<file path="src/hdl/instrPkg.sv">
package instrPkg;

  // ====================
  // Encoding constants
  // ====================

  // Bits 7:4 of every multiply form
  localparam logic [3:0] MulMarker = 4'b1001;

  // Program counter as an architectural number
  localparam logic [3:0] PcRegNum = 4'hF;

  // ====================
  // Instruction views
  // ====================

  // Data-processing layout
  typedef struct packed {
    logic [3:0] cond;
    // Class, opcode, S bit
    logic [7:0] op;
    logic [3:0] rn;
    logic [3:0] rd;
    // Shift amount register in the RSR form
    logic [3:0] rs;
    // Shift type and RSR flag
    logic [3:0] shift;
    logic [3:0] rm;
  } dpFieldsT;

  // Multiply layout, Rd and Rn swap places
  typedef struct packed {
    logic [3:0] cond;
    // Bits 27:22 clear, then A and S
    logic [7:0] op;
    logic [3:0] rd;
    // Accumulate operand
    logic [3:0] rn;
    logic [3:0] rs;
    logic [3:0] marker;
    logic [3:0] rm;
  } mulFieldsT;

  // One word, two readings
  typedef union packed {
    dpFieldsT  dp;
    mulFieldsT mul;
  } instrWordT;

  // Strobes from the controller for the register ports
  typedef struct packed {
    // Operand 2 is an immediate
    logic       aluSrc;
    // Bit 0 forces Rn to PC, bit 1 reads Rd on port 2
    logic [1:0] regSrc;
    // Register-shifted register, port 1 reads Rs
    logic       rsr;
    // Port reads or writes no register
    logic       zeroRa1;
    logic       zeroRa2;
    logic       zeroWa3;
  } regCtrlT;

  // Multiply pattern, top of op field zero and marker present
  function automatic logic isMultiply(instrWordT word);
    return (word.mul.op[7:2] == 6'b000000) && (word.mul.marker == MulMarker);
  endfunction

endpackage

</file>
<file path="src/hdl/regBankPkg.sv">
package regBankPkg;

  // ====================
  // Processor modes
  // ====================

  // CPSR mode field, left as plain bits so odd codes can arrive
  typedef logic [4:0] modeT;

  localparam modeT ModeUsr = 5'b10000;
  localparam modeT ModeFiq = 5'b10001;
  localparam modeT ModeIrq = 5'b10010;
  localparam modeT ModeSvc = 5'b10011;
  localparam modeT ModeAbt = 5'b10111;
  localparam modeT ModeUnd = 5'b11011;
  localparam modeT ModeSys = 5'b11111;

  // Exactly one bit set after decode
  typedef struct packed {
    // User and system share a bank
    logic userSys;
    logic fiq;
    logic irq;
    logic svc;
    logic abort;
    logic undef;
  } modeOneHotT;

  // ====================
  // Physical registers
  // ====================

  localparam int PhysRegCount = 32;

  // Index into the physical file
  typedef logic [4:0] physIdxT;

  // One-hot select line for the register file
  typedef logic [PhysRegCount-1:0] physAddrT;

  // Shared low registers and PC sit at their own number
  // Fiq copies of r8 to r12
  localparam physIdxT FiqHighBase = 5'd16;

  // SP and LR pairs, LR at base plus one
  localparam physIdxT UsrBankBase = 5'd13;
  localparam physIdxT FiqBankBase = 5'd21;
  localparam physIdxT IrqBankBase = 5'd23;
  localparam physIdxT SvcBankBase = 5'd25;
  localparam physIdxT AbtBankBase = 5'd27;
  localparam physIdxT UndBankBase = 5'd29;

  // All lines of one instruction in a stage
  typedef struct packed {
    physAddrT ra1;
    physAddrT ra2;
    physAddrT wa3;
    // Port 2 holds a real register, not an immediate
    logic     regR2;
  } stageAddrT;

endpackage

</file>
<file path="src/hdl/addrPipe.sv">
`timescale 1ns/1ps

module addrPipe (
  input  logic                   clk,
  input  logic                   rst,
  input  regBankPkg::stageAddrT  addrD,
  input  logic                   stallE,
  input  logic                   stallM,
  input  logic                   flushM,
  input  logic                   stallW,
  input  logic                   flushW,
  output regBankPkg::stageAddrT  addrE,
  output regBankPkg::physAddrT   wa3M,
  output regBankPkg::physAddrT   wa3W
);

  // ====================
  // Execute stage
  // ====================

  // Read lines travel on for the E to W compares
  // Write line feeds the D to E compares
  // Stall holds the instruction in E, no flush here
  always_ff @(posedge clk) begin
    if (rst) begin
      addrE <= '0;
    end else if (!stallE) begin
      addrE <= addrD;
    end
  end

  // ====================
  // Memory stage
  // ====================

  // Only the write line goes further
  // Flush wins over stall and leaves a bubble
  always_ff @(posedge clk) begin
    if (rst) begin
      wa3M <= '0;
    end else if (flushM) begin
      wa3M <= '0;
    end else if (!stallM) begin
      wa3M <= addrE.wa3;
    end
  end

  // ====================
  // Writeback stage
  // ====================

  // Line that strobes the register file write
  // A zero line writes nothing and matches nothing
  always_ff @(posedge clk) begin
    if (rst) begin
      wa3W <= '0;
    end else if (flushW) begin
      wa3W <= '0;
    end else if (!stallW) begin
      wa3W <= wa3M;
    end
  end

  // Stages move on their own enables
  // A stalled E with a running M inserts a copy, which the
  // hazard unit turns into a bubble through flushM
  // Up to three instructions share the path at any time

endmodule

</file>
<file path="src/hdl/addressPath.sv">
`timescale 1ns/1ps

module addressPath (
  input  logic                  clk,
  input  logic                  rst,
  // Controller side
  input  instrPkg::instrWordT   instrD,
  input  instrPkg::regCtrlT     ctrlD,
  // Current mode from the CPSR
  input  regBankPkg::modeT      cpsrModeW,
  // Hazard unit levels
  input  logic                  stallE,
  input  logic                  stallM,
  input  logic                  flushM,
  input  logic                  stallW,
  input  logic                  flushW,
  // Register file lines
  output regBankPkg::physAddrT  ra1D,
  output regBankPkg::physAddrT  ra2D,
  output regBankPkg::physAddrT  wa3W,
  // Hazard unit strobes
  output logic                  match1DE,
  output logic                  match2DE,
  output logic                  match1EM,
  output logic                  match2EM,
  output logic                  match1EW,
  output logic                  match2EW
);

  import regBankPkg::*;

  logic [3:0] ra1Num;
  logic [3:0] ra2Num;
  logic [3:0] wa3Num;
  stageAddrT  addrD;
  stageAddrT  addrE;

  // ====================
  // Decode
  // ====================

  regSelect regSel (
    .instrD (instrD),
    .ctrlD  (ctrlD),
    .ra1Num (ra1Num),
    .ra2Num (ra2Num),
    .wa3Num (wa3Num),
    .regR2  (addrD.regR2)
  );

  // One decoder per port, all in the same mode
  bankDecode ra1Dec (
    .regNum   (ra1Num),
    .zero     (ctrlD.zeroRa1),
    .mode     (cpsrModeW),
    .physAddr (addrD.ra1)
  );

  bankDecode ra2Dec (
    .regNum   (ra2Num),
    .zero     (ctrlD.zeroRa2),
    .mode     (cpsrModeW),
    .physAddr (addrD.ra2)
  );

  bankDecode wa3Dec (
    .regNum   (wa3Num),
    .zero     (ctrlD.zeroWa3),
    .mode     (cpsrModeW),
    .physAddr (addrD.wa3)
  );

  assign ra1D = addrD.ra1;
  assign ra2D = addrD.ra2;

  // ====================
  // Execute
  // ====================

  addrPipe pipe (
    .clk    (clk),
    .rst    (rst),
    .addrD  (addrD),
    .stallE (stallE),
    .stallM (stallM),
    .flushM (flushM),
    .stallW (stallW),
    .flushW (flushW),
    .addrE  (addrE),
    .wa3M   (),
    .wa3W   (wa3W)
  );

  // ====================
  // Result
  // ====================

  hazardMatch match (
    .clk      (clk),
    .rst      (rst),
    .stallM   (stallM),
    .flushM   (flushM),
    .addrD    (addrD),
    .addrE    (addrE),
    .wa3W     (wa3W),
    .match1DE (match1DE),
    .match2DE (match2DE),
    .match1EM (match1EM),
    .match2EM (match2EM),
    .match1EW (match1EW),
    .match2EW (match2EW)
  );

endmodule

</file>
<file path="src/hdl/bankDecode.sv">
`timescale 1ns/1ps

module bankDecode (
  input  logic [3:0]            regNum,
  input  logic                  zero,
  input  regBankPkg::modeT      mode,
  output regBankPkg::physAddrT  physAddr
);

  import regBankPkg::*;

  modeOneHotT modeHot;
  physIdxT    bankBase;
  physIdxT    physIdx;

  // ====================
  // Mode decode
  // ====================

  always_comb begin
    modeHot = '0;
    case (mode)
      ModeUsr, ModeSys: modeHot.userSys = 1'b1;
      ModeFiq:          modeHot.fiq     = 1'b1;
      ModeIrq:          modeHot.irq     = 1'b1;
      ModeSvc:          modeHot.svc     = 1'b1;
      ModeAbt:          modeHot.abort   = 1'b1;
      ModeUnd:          modeHot.undef   = 1'b1;
      // Unknown code falls back to user
      default:          modeHot.userSys = 1'b1;
    endcase
  end

  // SP and LR bank of the current mode
  always_comb begin
    bankBase = '0;
    if (modeHot.userSys) bankBase = UsrBankBase;
    if (modeHot.fiq) bankBase = FiqBankBase;
    if (modeHot.irq) bankBase = IrqBankBase;
    if (modeHot.svc) bankBase = SvcBankBase;
    if (modeHot.abort) bankBase = AbtBankBase;
    if (modeHot.undef) bankBase = UndBankBase;
  end

  // ====================
  // Physical index
  // ====================

  always_comb begin
    physIdx = {1'b0, regNum};
    if (regNum >= 4'd8 && regNum <= 4'd12) begin
      // r8 to r12 take low bits 0 to 4 as the fiq offset
      if (modeHot.fiq) begin
        physIdx = FiqHighBase + {2'b00, regNum[2:0]};
      end
    end else if (regNum == 4'd13) begin
      physIdx = bankBase;
    end else if (regNum == 4'd14) begin
      physIdx = bankBase + 5'd1;
    end
    // r0 to r7 and PC keep their own number
  end

  // One-hot line, unused port drives nothing
  assign physAddr = zero ? '0 : (physAddrT'(1) << physIdx);

endmodule

</file>
<file path="src/hdl/hazardMatch.sv">
`timescale 1ns/1ps

module hazardMatch (
  input  logic                   clk,
  input  logic                   rst,
  input  logic                   stallM,
  input  logic                   flushM,
  input  regBankPkg::stageAddrT  addrD,
  input  regBankPkg::stageAddrT  addrE,
  input  regBankPkg::physAddrT   wa3W,
  output logic                   match1DE,
  output logic                   match2DE,
  output logic                   match1EM,
  output logic                   match2EM,
  output logic                   match1EW,
  output logic                   match2EW
);

  import regBankPkg::*;

  // Same line and some register selected
  function automatic logic lineMatch(physAddrT readLine, physAddrT writeLine);
    return (readLine == writeLine) && (|readLine);
  endfunction

  // ====================
  // Decode against E
  // ====================

  assign match1DE = lineMatch(addrD.ra1, addrE.wa3);
  // Immediate operand never collides
  assign match2DE = lineMatch(addrD.ra2, addrE.wa3) & addrD.regR2;

  // D to E result one stage on, same enable as the M stage
  always_ff @(posedge clk) begin
    if (rst) begin
      match1EM <= 1'b0;
      match2EM <= 1'b0;
    end else if (flushM) begin
      match1EM <= 1'b0;
      match2EM <= 1'b0;
    end else if (!stallM) begin
      match1EM <= match1DE;
      match2EM <= match2DE;
    end
  end

  // ====================
  // Execute against W
  // ====================

  assign match1EW = lineMatch(addrE.ra1, wa3W);
  assign match2EW = lineMatch(addrE.ra2, wa3W) & addrE.regR2;

endmodule

</file>
<file path="src/hdl/regSelect.sv">
`timescale 1ns/1ps

module regSelect (
  input  instrPkg::instrWordT instrD,
  input  instrPkg::regCtrlT   ctrlD,
  output logic [3:0]          ra1Num,
  output logic [3:0]          ra2Num,
  output logic [3:0]          wa3Num,
  output logic                regR2
);

  import instrPkg::*;

  logic       mulD;
  logic [3:0] rnSel;
  logic [3:0] rdSel;
  logic [3:0] rsSel;
  logic [3:0] rmSel;
  logic [3:0] ra1Rn;

  // ====================
  // Field extraction
  // ====================

  assign mulD = isMultiply(instrD);

  // Multiply keeps Rd in 19:16 and Rn in 15:12
  always_comb begin
    if (mulD) begin
      rnSel = instrD.mul.rn;
      rdSel = instrD.mul.rd;
    end else begin
      rnSel = instrD.dp.rn;
      rdSel = instrD.dp.rd;
    end
  end

  // Rs and Rm sit at the same bits in both layouts
  assign rsSel = instrD.dp.rs;
  assign rmSel = instrD.dp.rm;

  // ====================
  // Port selection
  // ====================

  // PC as base for literal loads and branches
  assign ra1Rn = ctrlD.regSrc[0] ? PcRegNum : rnSel;

  // Shift amount register overrides the base
  assign ra1Num = ctrlD.rsr ? rsSel : ra1Rn;

  // Store data comes from Rd
  assign ra2Num = ctrlD.regSrc[1] ? rdSel : rmSel;

  assign wa3Num = rdSel;

  // Rm slot may hold immediate bits, so only a real Rm counts
  assign regR2 = ~mulD & ~ctrlD.regSrc[1] & ~ctrlD.aluSrc;

endmodule

</file>
<file path="config.mk">
export PLATFORM = sky130hd
export DESIGN_NAME = addressPath
export DESIGN_NICKNAME = d
export VERILOG_FILES = /design/src/hdl/instrPkg.sv /design/src/hdl/regBankPkg.sv /design/src/hdl/addrPipe.sv /design/src/hdl/addressPath.sv /design/src/hdl/bankDecode.sv /design/src/hdl/hazardMatch.sv /design/src/hdl/regSelect.sv
export SDC_FILE = /design/constraint.sdc
export NUM_CORES = 1
export LEC_CHECK = 0
export BUFFER_PORTS_ARGS = -buffer_cell sky130_fd_sc_hd__buf_2
export CAP_MARGIN = 15
export CORE_MARGIN = 5
export CORE_UTILIZATION = 58
export CTS_CLUSTER_SIZE = 24
export DETAILED_ROUTE_END_ITERATION = 7
export PLACE_DENSITY = 0.81
export SKIP_CTS_REPAIR_TIMING = 1
export SLEW_MARGIN = 20
export SYNTH_ARGS = -nofsm -noshare
export SYNTH_HDL_FRONTEND = slang
export SYNTH_HIERARCHICAL = 1
export SYNTH_SLANG_ARGS = --single-unit
</file>
<file path="constraint.sdc">
create_clock -name clk -period 6 [get_ports clk]
set_input_delay 0.9 -clock clk [delete_from_list [all_inputs] [get_ports clk]]
set_output_delay 0.9 -clock clk [all_outputs]
set_load 0.02 [all_outputs]
</file>
==> results.sh <==
export IMPL_slew_limit_headroom_pct=22.7
export IMPL_grt_ovfl_total=0
export IMPL_intPower_w=0.00177
export IMPL_grt_max_degree=67
export IMPL_min_from="match/match1EM"
export IMPL_gp_congestion=0.985
export IMPL_core_region_area_um2=16400
export IMPL_wl_per_cell_um=21.3
export IMPL_r2r_start="pipe/addrE[32]"
export IMPL_yosys_area_top_type="dfxtp_1"
export IMPL_hold_viol=0
export IMPL_p_comb_share_pct=13.3
export IMPL_synth_cell_area_um2=9600
export IMPL_yosysSeqAreaShare_pct=34.0
export IMPL_clock_sinks=163
export IMPL_switchingPower_w=0.000698
export IMPL_ys_flop_type="dfxtp_1"
export IMPL_first_pass_iters=5
export IMPL_cp_arrival_ns=4.99
export IMPL_pwr_share_seq_pct=44.5
export IMPL_hold_ws_ns=0.463
export IMPL_worstPathMaxFanout=12
export IMPL_root_buffer="clkbuf_16"
export IMPL_cts_tree="built"
export IMPL_required_ns=5.10
export IMPL_num_rows=47
export IMPL_synth_most_common_cell="nor2_1"
export IMPL_dpl_cell_count=1460
export IMPL_start_util_pct=58.5
export IMPL_vias=9281
export IMPL_nets=1320
export IMPL_design_area_um2=11500
export IMPL_synthDominantCellAreaShare_pct=34.0
export IMPL_leakage_nw=5.87
export IMPL_drv_slew=0
export IMPL_drt_antenna_violating_nets=0
export IMPL_crit_slowest_cell="or4b_4"
export IMPL_holdPathStages=2
export IMPL_ir_worst_vdd_mv=0.200
export IMPL_finalNonFillerCells=1496
export IMPL_viasPerCell=6.20
export IMPL_seq_area_um2=3260
export IMPL_yosysUniqueCellTypes=58
export IMPL_clk_latency_ns=0.43
export IMPL_synth_edff_count=0
export IMPL_hold_end="match/match1EM"
export IMPL_cp_cell_sequence="buf_2, or4b_4, or3_1, buf_4, a211oi_2, and4bb_2, nand4b_1, and2_1, a22o_1, nor3_2, xor2_1, nor4_1, nand4_1, nor3_1, buf_2"
export IMPL_worst_pin_slew_ns=1.16
export IMPL_p_per_area_nw_per_um2=214
export IMPL_min_period_ns=5.89
export IMPL_synth_async_reset_ratio_pct=0
export IMPL_max_stage_delay_ns=0.61
export IMPL_ios=153
export IMPL_routed_wl_mm=31.9
export IMPL_grt_pass1_vias=8702
export IMPL_pwr_share_clk_pct=42.2
export IMPL_synth_top_cells_by_count="nor2_1 (215), dfxtp_1 (163), mux2i_1 (161)"
export IMPL_finalSetupViolCount=0
export IMPL_numCtsBuffers=17
export IMPL_grt_util_all_layers_pct=31.9
export IMPL_io_buffers=144
export IMPL_clockBufferDepth=2
export IMPL_antenna_cells=0
export IMPL_place_area_um2=10800
export IMPL_drive_gt1_share_pct=25.8
export IMPL_final_util_pct=70.2
export IMPL_swShare_pct=28.3
export IMPL_syn_area_per_cell_um2=8.95
export IMPL_cp_common_cell="buf_2"
export IMPL_critPathKind="in -> out"
export IMPL_endpoint_kind="output pin"
export IMPL_dieWidth_um=139
export IMPL_path_clk_slew_ns=0.07
export IMPL_areaGrowthSynthToFinish_pct=20.0
export IMPL_nFillCells=1261
export IMPL_yosysWarnings=6
export IMPL_power_w=0.00246
export IMPL_antenna_found_initial=0
export IMPL_r2r_cells=5
export IMPL_finalCritPeriodShare_pct=98.2
export IMPL_timing_rr_end="match/match2EM"
export IMPL_ys_ff_latch=163
export IMPL_drc_errors=0
export IMPL_multi_input_comb_area_um2=6040
export IMPL_dp_hpwl_mm=23.5
export IMPL_syn_inst=1072
export IMPL_die_area_um2=19200
export IMPL_reg2reg_slack_ns=3.80
export IMPL_dr_first_iter_drc_count=1227
export IMPL_max_freq_mhz=170
export IMPL_cap_violations=0
export IMPL_fin_skew_ns=0.00596
export IMPL_startpoint_type="input port"
export IMPL_htreeDepth=4
export IMPL_status="finished clean"
export IMPL_grt_pass1_wl_mm=48.7
export IMPL_die_h_um=139
export IMPL_hp_class="reg -> reg"
export IMPL_synthTopCellsByArea="dfxtp_1 (34%), mux2i_1 (17%), xor2_1 (12%)"
-- per-stage QoR --
| step | setup TNS (ns) | setup WS [ns] |
|---|---|---|
| 2_1_floorplan | 0 | 0.0267 |
| 3_3_place_gp | 0 | 0.0291 |
| 3_5_place_dp | -0.0219 | -0.0219 |
| 4_1_cts | -0.0375 | -0.0375 |
| 5_1_grt | -0.0594 | -0.0485 |
| 6_report | 0 | 0.110 |
-- state kept, by name, summed over array words and instances (netlist names) --
name            flops
pipe/addrE         97
pipe/wa3M          32
pipe/wa3W          32
match/match1EM      1
match/match2EM      1
-- logic make-up (layout without fill, tap and decap cells) --
logic type | after synthesis | count (layout) | synth area share [%]
AOI/OAI and AO/OA | 82 | 82 | 6.87
adders and majority gates | 9 | 9 | 1.13
buffers and inverters | 71 | 272 | 4.71
and+or+nand+nor | 442 | 442 | 23.4
other | 6 | 9 | 0.235
xor gates and xnor gates | 134 | 134 | 12.2
muxes | 165 | 165 | 17.4
DFF | 163 | 163 | 34.0
-- layout by cell type (no fill, tap or decap), types with 17 or more instances in the layout --
| cell type | instances |
|---|---|
| nand4_1 | 20 |
| buf_2 | 143 |
| xor2_1 | 129 |
| buf_4 | 81 |
| clkbuf_16 | 17 |
| nor2_1 | 211 |
| nor3_2 | 21 |
| nor3_1 | 29 |
| nor4_1 | 61 |
| dfxtp_1 | 163 |
| mux2i_1 | 161 |
-- metal layers --
layer | part of all wire [%] | vias to the layer above | global-route usage (%) | routed length [µm]
met4 | 4.3 | 0 | 13.1 | 1360
met2 | 45 | 556 | 49.9 | 14200
met1 | 42 | 4439 | 42.8 | 13300
met5 | 0 | - | 0 | 0
met3 | 9.5 | 119 | 7.21 | 3020
li1 | - | 4167 | - | -
-- worst max-delay path by stage --
stage	from	end	slack [ns]	cells after the start
floorplan	instrD[6]	match1DE	0.03	13
global placement	instrD[23]	match2DE	0.03	15
detailed placement	instrD[23]	match2DE	-0.02	15
CTS	instrD[23]	match2DE	-0.04	15
global route	instrD[6]	match1DE	-0.05	15
finish	instrD[6]	match1DE	0.11	15
-- critical path: cells and delay by family --
| kind | cells | cell delay (ns) |
|---|---|---|
| simple gates | 9 | 2.84 |
| compound gates | 2 | 0.58 |
| buf+inv | 3 | 0.54 |
| xor+xnor | 1 | 0.12 |
-- final cells by class --
class / instances / share of cell area (%)
multi-input cells: 841 / 52.4
inverters: 16 / 0.521
well taps: 220 / 2.39
clock buffers: 19 / 3.84
repair buffers: 224 / 11.5
flip-flops and latches: 163 / 28.3
clock inverters: 13 / 1.01
-- power groups by stage --
stage / Sequential [W] / Clock (W) / Combinational (W)
floorplan: 0.00112 / 0 / 0.000221
global placement: 0.00112 / 0 / 0.000303
detailed placement: 0.00112 / 0 / 0.000307
CTS: 0.00110 / 0.00105 / 0.000308
global route: 0.00110 / 0.00109 / 0.000348
finish: 0.00110 / 0.00104 / 0.000327
(Power assumes the default switching activity.)
